===== src/or1200_settings.svh =====
`ifndef OR1200_SETTINGS_SVH
`define OR1200_SETTINGS_SVH

// Data and address widths
`define OR1200_OPERAND_WIDTH	32
`define OR1200_SPR_ADDR_WIDTH	16

// Group field of an SPR address, the rest is the register index
`define OR1200_SPR_GROUP_MSB	15
`define OR1200_SPR_GROUP_LSB	11

// Group numbers
`define OR1200_SPR_GROUP_PIC	5'd9
`define OR1200_SPR_GROUP_TT	5'd10

// Register indices inside the PIC group
`define OR1200_PIC_OFS_PICMR	11'd0
`define OR1200_PIC_OFS_PICSR	11'd2

// Register indices inside the tick timer group
`define OR1200_TT_OFS_TTMR	11'd0
`define OR1200_TT_OFS_TTCR	11'd1

// Interrupt lines and mask after reset
`define OR1200_PIC_INTS		20
`define OR1200_PIC_PICMR_RESET	32'h00000003

// Period field of TTMR
`define OR1200_TT_PERIOD_WIDTH	28

`endif


===== src/spr_pkg.sv =====
package spr_pkg;

	// Register picked for the read data path
	// SEL_NONE covers writes and unknown addresses
	typedef enum logic [2:0] {
		SEL_NONE  = 3'd0,
		SEL_PICMR = 3'd1,
		SEL_PICSR = 3'd2,
		SEL_TTMR  = 3'd3,
		SEL_TTCR  = 3'd4
	} spr_reg_sel_e;

endpackage


===== src/spr_decode.sv =====
`timescale 1ns/10ps
`include "or1200_settings.svh"

module spr_decode import spr_pkg::*; (
	input  logic				spr_stb_i,
	input  logic				spr_we_i,
	input  logic [`OR1200_SPR_ADDR_WIDTH-1:0]	spr_addr_i,
	output logic				picmr_we_o,
	output logic				picsr_we_o,
	output logic				ttmr_we_o,
	output logic				ttcr_we_o,
	output logic				rd_stb_o,
	output spr_reg_sel_e			rd_sel_o
);

	logic [`OR1200_SPR_GROUP_MSB-`OR1200_SPR_GROUP_LSB:0]	grp;
	logic [`OR1200_SPR_GROUP_LSB-1:0]			ofs;
	logic	hit_picmr;
	logic	hit_picsr;
	logic	hit_ttmr;
	logic	hit_ttcr;
	logic	wr;

	// Split address into group and register index
	assign grp = spr_addr_i[`OR1200_SPR_GROUP_MSB:`OR1200_SPR_GROUP_LSB];
	assign ofs = spr_addr_i[`OR1200_SPR_GROUP_LSB-1:0];

	assign hit_picmr = (grp == `OR1200_SPR_GROUP_PIC) && (ofs == `OR1200_PIC_OFS_PICMR);
	assign hit_picsr = (grp == `OR1200_SPR_GROUP_PIC) && (ofs == `OR1200_PIC_OFS_PICSR);
	assign hit_ttmr  = (grp == `OR1200_SPR_GROUP_TT) && (ofs == `OR1200_TT_OFS_TTMR);
	assign hit_ttcr  = (grp == `OR1200_SPR_GROUP_TT) && (ofs == `OR1200_TT_OFS_TTCR);

	// Write enables, at most one per strobed write
	assign wr = spr_stb_i & spr_we_i;

	assign picmr_we_o = wr & hit_picmr;
	assign picsr_we_o = wr & hit_picsr;
	assign ttmr_we_o  = wr & hit_ttmr;
	assign ttcr_we_o  = wr & hit_ttcr;

	// Read path
	assign rd_stb_o = spr_stb_i & ~spr_we_i;

	always_comb begin
		rd_sel_o = SEL_NONE;
		if (hit_picmr)
			rd_sel_o = SEL_PICMR;
		else if (hit_picsr)
			rd_sel_o = SEL_PICSR;
		else if (hit_ttmr)
			rd_sel_o = SEL_TTMR;
		else if (hit_ttcr)
			rd_sel_o = SEL_TTCR;
	end

endmodule


===== src/pic_unit.sv =====
`timescale 1ns/10ps
`include "or1200_settings.svh"

module pic_unit (
	input  logic				clk_i,
	input  logic				rst_n_i,
	input  logic				picmr_we_i,
	input  logic				picsr_we_i,
	input  logic [`OR1200_OPERAND_WIDTH-1:0]	spr_dat_i,
	input  logic [`OR1200_PIC_INTS-1:0]	pic_ints_i,
	output logic [`OR1200_OPERAND_WIDTH-1:0]	picmr_o,
	output logic [`OR1200_OPERAND_WIDTH-1:0]	picsr_o,
	output logic				sig_int_o
);

	localparam int dw = `OR1200_OPERAND_WIDTH;
	localparam int n_ints = `OR1200_PIC_INTS;
	localparam logic [dw-1:0] picmr_reset = `OR1200_PIC_PICMR_RESET;

	// Lines 0 and 1 ignore the mask
	localparam logic [n_ints-1:0] unmaskable = {{(n_ints-2){1'b0}}, 2'b11};

	logic [n_ints-1:0]	picmr;
	logic [n_ints-1:0]	picsr;
	logic [n_ints-1:0]	gathered;

	// Inputs that may set a status bit this cycle
	assign gathered = pic_ints_i & (picmr | unmaskable);

	// Mask register
	always_ff @(posedge clk_i or negedge rst_n_i) begin
		if (!rst_n_i)
			picmr <= picmr_reset[n_ints-1:0];
		else if (picmr_we_i)
			picmr <= spr_dat_i[n_ints-1:0];
	end

	// Sticky status
	// A write cannot clear a bit whose input is still high
	always_ff @(posedge clk_i or negedge rst_n_i) begin
		if (!rst_n_i)
			picsr <= '0;
		else if (picsr_we_i)
			picsr <= spr_dat_i[n_ints-1:0] | gathered;
		else
			picsr <= picsr | gathered;
	end

	assign picmr_o = {{(dw-n_ints){1'b0}}, picmr};
	assign picsr_o = {{(dw-n_ints){1'b0}}, picsr};

	// Any pending status raises the request
	assign sig_int_o = |picsr;

endmodule


===== src/tick_timer.sv =====
`timescale 1ns/10ps
`include "or1200_settings.svh"

module tick_timer (
	input  logic				clk_i,
	input  logic				rst_n_i,
	input  logic				ttmr_we_i,
	input  logic				ttcr_we_i,
	input  logic [`OR1200_OPERAND_WIDTH-1:0]	spr_dat_i,
	output logic [`OR1200_OPERAND_WIDTH-1:0]	ttmr_o,
	output logic [`OR1200_OPERAND_WIDTH-1:0]	ttcr_o,
	output logic				sig_tick_o
);

	localparam int pw = `OR1200_TT_PERIOD_WIDTH;

	// Bit positions above the period field
	localparam int ip_bit = pw;
	localparam int ie_bit = pw + 1;
	localparam int m_lsb  = pw + 2;

	// Counter modes
	localparam logic [1:0] mode_off     = 2'b00;
	localparam logic [1:0] mode_restart = 2'b01;
	localparam logic [1:0] mode_stop    = 2'b10;
	localparam logic [1:0] mode_cont    = 2'b11;

	logic [`OR1200_OPERAND_WIDTH-1:0]	ttmr;
	logic [`OR1200_OPERAND_WIDTH-1:0]	ttcr;
	logic [1:0]		mode;
	logic			ie;
	logic			ip;
	logic [pw-1:0]		period;
	logic			match;

	assign mode   = ttmr[m_lsb+1:m_lsb];
	assign ie     = ttmr[ie_bit];
	assign ip     = ttmr[ip_bit];
	assign period = ttmr[pw-1:0];

	// Only the low period bits of the counter are compared
	assign match = (mode != mode_off) && (ttcr[pw-1:0] == period);

	// Mode register with pending flag
	always_ff @(posedge clk_i or negedge rst_n_i) begin
		if (!rst_n_i)
			ttmr <= '0;
		else if (ttmr_we_i)
			ttmr <= spr_dat_i;
		else if (match && ie)
			ttmr[ip_bit] <= 1'b1;
	end

	// Counter
	always_ff @(posedge clk_i or negedge rst_n_i) begin
		if (!rst_n_i) begin
			ttcr <= '0;
		end else if (ttcr_we_i) begin
			ttcr <= spr_dat_i;
		end else begin
			case (mode)
				mode_restart:
					ttcr <= match ? '0 : ttcr + 1'b1;
				mode_stop:
					if (!match)
						ttcr <= ttcr + 1'b1;
				mode_cont:
					ttcr <= ttcr + 1'b1;
				default:
					ttcr <= ttcr;
			endcase
		end
	end

	assign ttmr_o = ttmr;
	assign ttcr_o = ttcr;

	// Tick request while pending and enabled
	assign sig_tick_o = ip & ie;

endmodule


===== src/spr_result.sv =====
`timescale 1ns/10ps
`include "or1200_settings.svh"

module spr_result import spr_pkg::*; (
	input  logic				clk_i,
	input  logic				rst_n_i,
	input  logic				rd_stb_i,
	input  logic				spr_stb_i,
	input  spr_reg_sel_e			rd_sel_i,
	input  logic [`OR1200_OPERAND_WIDTH-1:0]	picmr_i,
	input  logic [`OR1200_OPERAND_WIDTH-1:0]	picsr_i,
	input  logic [`OR1200_OPERAND_WIDTH-1:0]	ttmr_i,
	input  logic [`OR1200_OPERAND_WIDTH-1:0]	ttcr_i,
	output logic [`OR1200_OPERAND_WIDTH-1:0]	spr_dat_o,
	output logic				spr_ack_o
);

	logic [`OR1200_OPERAND_WIDTH-1:0]	rd_dat;

	// Read mux, unknown registers read as zero
	always_comb begin
		case (rd_sel_i)
			SEL_PICMR: rd_dat = picmr_i;
			SEL_PICSR: rd_dat = picsr_i;
			SEL_TTMR:  rd_dat = ttmr_i;
			SEL_TTCR:  rd_dat = ttcr_i;
			default:   rd_dat = '0;
		endcase
	end

	// Data is captured with the strobe and held until the next access
	always_ff @(posedge clk_i or negedge rst_n_i) begin
		if (!rst_n_i) begin
			spr_dat_o <= '0;
		end else if (spr_stb_i) begin
			spr_dat_o <= rd_stb_i ? rd_dat : '0;
		end
	end

	// One ack per strobe, one cycle later
	always_ff @(posedge clk_i or negedge rst_n_i) begin
		if (!rst_n_i)
			spr_ack_o <= 1'b0;
		else
			spr_ack_o <= spr_stb_i;
	end

endmodule


===== src/or1200_spr_periph_top.sv =====
`timescale 1ns/10ps
`include "or1200_settings.svh"

module or1200_spr_periph_top import spr_pkg::*; (
	input  logic				clk_i,
	input  logic				rst_n_i,
	// SPR bus
	input  logic				spr_stb_i,
	input  logic				spr_we_i,
	input  logic [`OR1200_SPR_ADDR_WIDTH-1:0]	spr_addr_i,
	input  logic [`OR1200_OPERAND_WIDTH-1:0]	spr_dat_i,
	output logic [`OR1200_OPERAND_WIDTH-1:0]	spr_dat_o,
	output logic				spr_ack_o,
	// Interrupt sources and requests
	input  logic [`OR1200_PIC_INTS-1:0]	pic_ints_i,
	output logic				sig_int_o,
	output logic				sig_tick_o
);

	// Decode to units
	logic		picmr_we;
	logic		picsr_we;
	logic		ttmr_we;
	logic		ttcr_we;

	// Decode to result stage
	logic		rd_stb;
	spr_reg_sel_e	rd_sel;

	// Register contents for readback
	logic [`OR1200_OPERAND_WIDTH-1:0]	picmr;
	logic [`OR1200_OPERAND_WIDTH-1:0]	picsr;
	logic [`OR1200_OPERAND_WIDTH-1:0]	ttmr;
	logic [`OR1200_OPERAND_WIDTH-1:0]	ttcr;

	spr_decode spr_decode (
		.spr_stb_i	(spr_stb_i),
		.spr_we_i	(spr_we_i),
		.spr_addr_i	(spr_addr_i),
		.picmr_we_o	(picmr_we),
		.picsr_we_o	(picsr_we),
		.ttmr_we_o	(ttmr_we),
		.ttcr_we_o	(ttcr_we),
		.rd_stb_o	(rd_stb),
		.rd_sel_o	(rd_sel)
	);

	// Programmable interrupt controller
	pic_unit pic_unit (
		.clk_i		(clk_i),
		.rst_n_i	(rst_n_i),
		.picmr_we_i	(picmr_we),
		.picsr_we_i	(picsr_we),
		.spr_dat_i	(spr_dat_i),
		.pic_ints_i	(pic_ints_i),
		.picmr_o	(picmr),
		.picsr_o	(picsr),
		.sig_int_o	(sig_int_o)
	);

	// Tick timer
	tick_timer tick_timer (
		.clk_i		(clk_i),
		.rst_n_i	(rst_n_i),
		.ttmr_we_i	(ttmr_we),
		.ttcr_we_i	(ttcr_we),
		.spr_dat_i	(spr_dat_i),
		.ttmr_o		(ttmr),
		.ttcr_o		(ttcr),
		.sig_tick_o	(sig_tick_o)
	);

	spr_result spr_result (
		.clk_i		(clk_i),
		.rst_n_i	(rst_n_i),
		.rd_stb_i	(rd_stb),
		.spr_stb_i	(spr_stb_i),
		.rd_sel_i	(rd_sel),
		.picmr_i	(picmr),
		.picsr_i	(picsr),
		.ttmr_i		(ttmr),
		.ttcr_i		(ttcr),
		.spr_dat_o	(spr_dat_o),
		.spr_ack_o	(spr_ack_o)
	);

endmodule


===== config.mk =====
export PLATFORM = sky130hd
export DESIGN_NAME = or1200_spr_periph_top
export DESIGN_NICKNAME = d
export VERILOG_FILES = /design/src/spr_pkg.sv /design/src/spr_decode.sv /design/src/pic_unit.sv /design/src/tick_timer.sv /design/src/spr_result.sv /design/src/or1200_spr_periph_top.sv
export VERILOG_INCLUDE_DIRS = /design/src /design/src/src
export SDC_FILE = /design/constraint.sdc
export NUM_CORES = 1
export LEC_CHECK = 0
export BUFFER_PORTS_ARGS = -buffer_cell sky130_fd_sc_hd__buf_4
export CAP_MARGIN = 10
export CELL_PAD_IN_SITES_DETAIL_PLACEMENT = 1
export CELL_PAD_IN_SITES_GLOBAL_PLACEMENT = 2
export CORE_UTILIZATION = 40
export DETAILED_ROUTE_END_ITERATION = 12
export GPL_TIMING_DRIVEN = 1
export PLACE_DENSITY_LB_ADDON = 0.1
export SYNTH_ARGS = -nofsm -noshare
export SYNTH_HDL_FRONTEND = slang
export SYNTH_HIERARCHICAL = 1
export SYNTH_SLANG_ARGS = --single-unit

===== constraint.sdc =====
create_clock -name clk_i -period 5.17 [get_ports clk_i]
set_clock_uncertainty 0.1 [all_clocks]
set_input_delay 0.517 -clock clk_i [delete_from_list [all_inputs] [get_ports clk_i]]
set_output_delay 0.517 -clock clk_i [all_outputs]
set_load 0.01 [all_outputs]

==> results.tsv <==
metric	value	unit
status	complete, no violations	
WP buf/inv	1	
CP cell instances	xor2_1 -> nor4_1 -> nand4b_1 -> o22a_1 -> nor2_2 -> buf_4 -> nor2_1 -> a21oi_1	
vias	6539	
DP Worst Slack	1440	ps
gr ovfl total	0	
Leak	4.10	nW
Initial Util	40.7	%
crit share post-route	65.1	%
Worst Max-Slew Pin Slew	1030	ps
vias in the first global route	6988	
Synthesis Warnings	6	
TritonCTS clock tree	built	
Slew HR	31.0	%
fin. max-slew vios	0	
Layout Nets	928	
Fmax	297	MHz
RSZ-0062 raised after global routing	no	
GPL Wtd Cong	0.818	
final core occ	49.1	%
CP Data Required Time	5410	ps
TNS Setup	0	ps
Cell Pwr Density	319	mW/mm²
antenna-violating nets left	0	
HP Class	in2async	
Synth Register Bits	137	
FFs w/ async S/R, synth	100	%
met2 usage	44.5	%
RR Startpoint	tick_timer/ttcr_o[6]	
# fillers	2142	
Final Setup Violations	0	
Core Area	0.0195	mm²
chip height	143	µm
Die X	143	µm
Crit path max-delay family	simple AND/OR/NAND/NOR gates	
first-pass GRT wire length	39600	µm
initial antenna violation count	0	
dominant synthesized flop cell	dfrtp_1	
met3 usage	4.02	%
crit path launch	tick_timer/ttcr_o[6]	
Netlist cell types	66	
Post-CTS Resized	0	
max incr delay on CP	730	ps
GR Util met1	33.8	%
type of origin of the critical path	flop	
worst skew pair latency	420	ps
DP Wirelength	17200	µm
Worst-path clk slew	60	ps
Synth Instances	770	
1st-iter DRT viols	424	
vias per cell	5.79	
hold_buf cts	0	
Detailed Route WL	25100	µm
sequential area share after synthesis	43.3	%
GRT Total Usage	26.0	%
Clock Tree Buf Depth	2	
WP data arrival	3610	ps
register area	0.00343	mm²
CP endpoint kind	flop	
drt first pass iters	4	
Wirelength per Cell	22.2	µm
final worst-path setup slack	1800	ps
Cell Area, Synth	0.00792	mm²
Period minus WS final	3370	ps
count of input and output buffers	106	
Top Usage Layer GRT	met2	
EDFF count, synth	0	
DRC viols	0	
clock sink total	137	
Crit Path Max Fanout	18	
cell row count	51	
Max-Cap Viols	0	
Die ar.	0.0204	mm²
layout cells sized above 1	30.6	%
CTS H-tree depth	4	
Multi-input gate area	0.00393	mm²
Setup Fix Bufs, Post-CTS	0	
Root Driver	clkbuf_16	
Boundary Pins	107	
antenna diode count	0	
Avg Cell Area, Syn	10.3	µm²
Num CTS Buffers	17	
largest net degree at the start of global routing	103	
kind of critical path	reg2reg	
synthesis-to-finish area growth	20.6	%
CP max stage cell	nor4_1	
final hold vios	0	
Hold WS	99.9	ps
worst vdd ir	217	µV
## placed cells by master, fill, tap and decap left out, types with 6 or more instances in the layout
cell type | Yosys | layout
a221o_1 | 11 | 11
nor4_1 | 10 | 10
a32oi_1 | 6 | 6
a22oi_2 | 10 | 10
mux2_2 | 49 | 49
nor2_1 | 22 | 19
o21ai_1 | 16 | 16
o22ai_2 | 30 | 30
xnor2_1 | 6 | 6
clkbuf_16 | 0 | 17
o21a_1 | 33 | 33
o21ai_0 | 12 | 12
nand4_1 | 9 | 9
inv_1 | 58 | 58
nand2_1 | 38 | 38
or3_1 | 11 | 11
and3_1 | 9 | 9
xor2_1 | 24 | 24
a21oi_1 | 14 | 14
conb_1 | 1 | 24
a22oi_1 | 82 | 82
nand3_1 | 28 | 28
bufinv_16 | 0 | 9
dfrtp_1 | 135 | 135
buf_4 | 31 | 118
nor3_1 | 6 | 6
## path summary, 6_finish.rpt
| path | to | cells past startpoint | slack (ps) |
|---|---|---|---|
| min in group clk_i | pic_unit/picsr[1] | 2 | 200 |
| min reg2reg | pic_unit/picsr[5] | 2 | 430 |
| max in group asynchronous | tick_timer/ttcr_o[30] | 2 | 3720 |
| min | spr_result/spr_dat_o[20] | 1 | 100 |
| max reg2reg | tick_timer/ttcr_o[18] | 8 | 1800 |
| max | tick_timer/ttcr_o[18] | 8 | 1800 |
## state kept, by name, indices dropped and copies added, names as in the netlist
name,count
tick_timer/ttmr_o,32
pic_unit/picsr,20
spr_result/spr_ack_o,1
tick_timer/ttcr_o,32
spr_result/spr_dat_o,32
pic_unit/picmr,20
## report_power, final
group	leakage, nW	internal, mW	total [mW]	switching, mW
logic	2.05	0.118	0.261	0.143
clock network	0.358	1.07	1.55	0.482
registers	1.68	1.12	1.24	0.116
## synthesized netlist by cell type, drive strengths merged, types with 2 or more instances
| cell | n | area, µm² |
|---|---|---|
| and3b | 3 | 26.3 |
| a221o | 11 | 110 |
| nand2b | 4 | 25.0 |
| a32oi | 6 | 52.6 |
| nor3b | 3 | 33.8 |
| a221oi | 4 | 35.0 |
| ha | 4 | 50.1 |
| a22oi | 92 | 741 |
| nor4 | 12 | 87.6 |
| xor2 | 24 | 210 |
| dfstp | 2 | 52.6 |
| mux2 | 49 | 552 |
| or2 | 5 | 31.3 |
| inv | 58 | 218 |
| nor3 | 9 | 60.1 |
| o22ai | 32 | 388 |
| and3 | 9 | 56.3 |
| clkbuf | 15 | 56.3 |
| dfrtp | 135 | 3380 |
| nor2 | 22 | 82.6 |
| a31oi | 2 | 12.5 |
| xnor2 | 6 | 52.6 |
| or3 | 11 | 68.8 |
| o21a | 33 | 248 |
| a21oi | 15 | 78.8 |
| nand4b | 2 | 17.5 |
| o21ai | 31 | 166 |
| nand2 | 38 | 143 |
| a211o | 3 | 26.3 |
| nor2b | 6 | 37.5 |
| a211oi | 3 | 22.5 |
| a21o | 2 | 16.3 |
| nand4 | 10 | 68.8 |
| nand3 | 28 | 140 |
| buf | 64 | 419 |
## layer usage
layer	share of wire [%]	routed length (µm)
met1	45	11200
met5	0	0
met3	3.8	947
met4	1.5	368
met2	50	12600
## cells by family after synthesis
logic type / Yosys count / share of synthesized area [%]
xor+xnor: 30 / 3.32
flops: 137 / 43.3
buf+inv: 137 / 8.75
other cells: 1 / 0.0474
mux: 50 / 7.09
compound gates: 242 / 24.9
simple gates: 169 / 11.9
fa+ha+maj: 4 / 0.632
## metrics by stage
| step | power, mW | instances | cell area, µm² |
|---|---|---|---|
| after global routing | 3.16 | 1130 | 9550 |
| after detailed placement | 1.52 | 1098 | 8810 |
| after floorplan | 1.39 | 793 | 8010 |
| after global placement | 1.51 | 1098 | 8810 |
| after CTS | 3.08 | 1130 | 9550 |
| final | 3.05 | 1130 | 9550 |
## cell type report
class | count | share of cell area (%)
Sequential cell | 137 | 35.9
Multi-Input combinational cell | 519 | 41.2
Inverter | 58 | 2.28
Clock buffer | 20 | 4.68
Timing Repair Buffer | 119 | 9.40
Clock inverter | 12 | 3.07
Tap cell | 265 | 3.47
(Power assumes the default switching activity.)
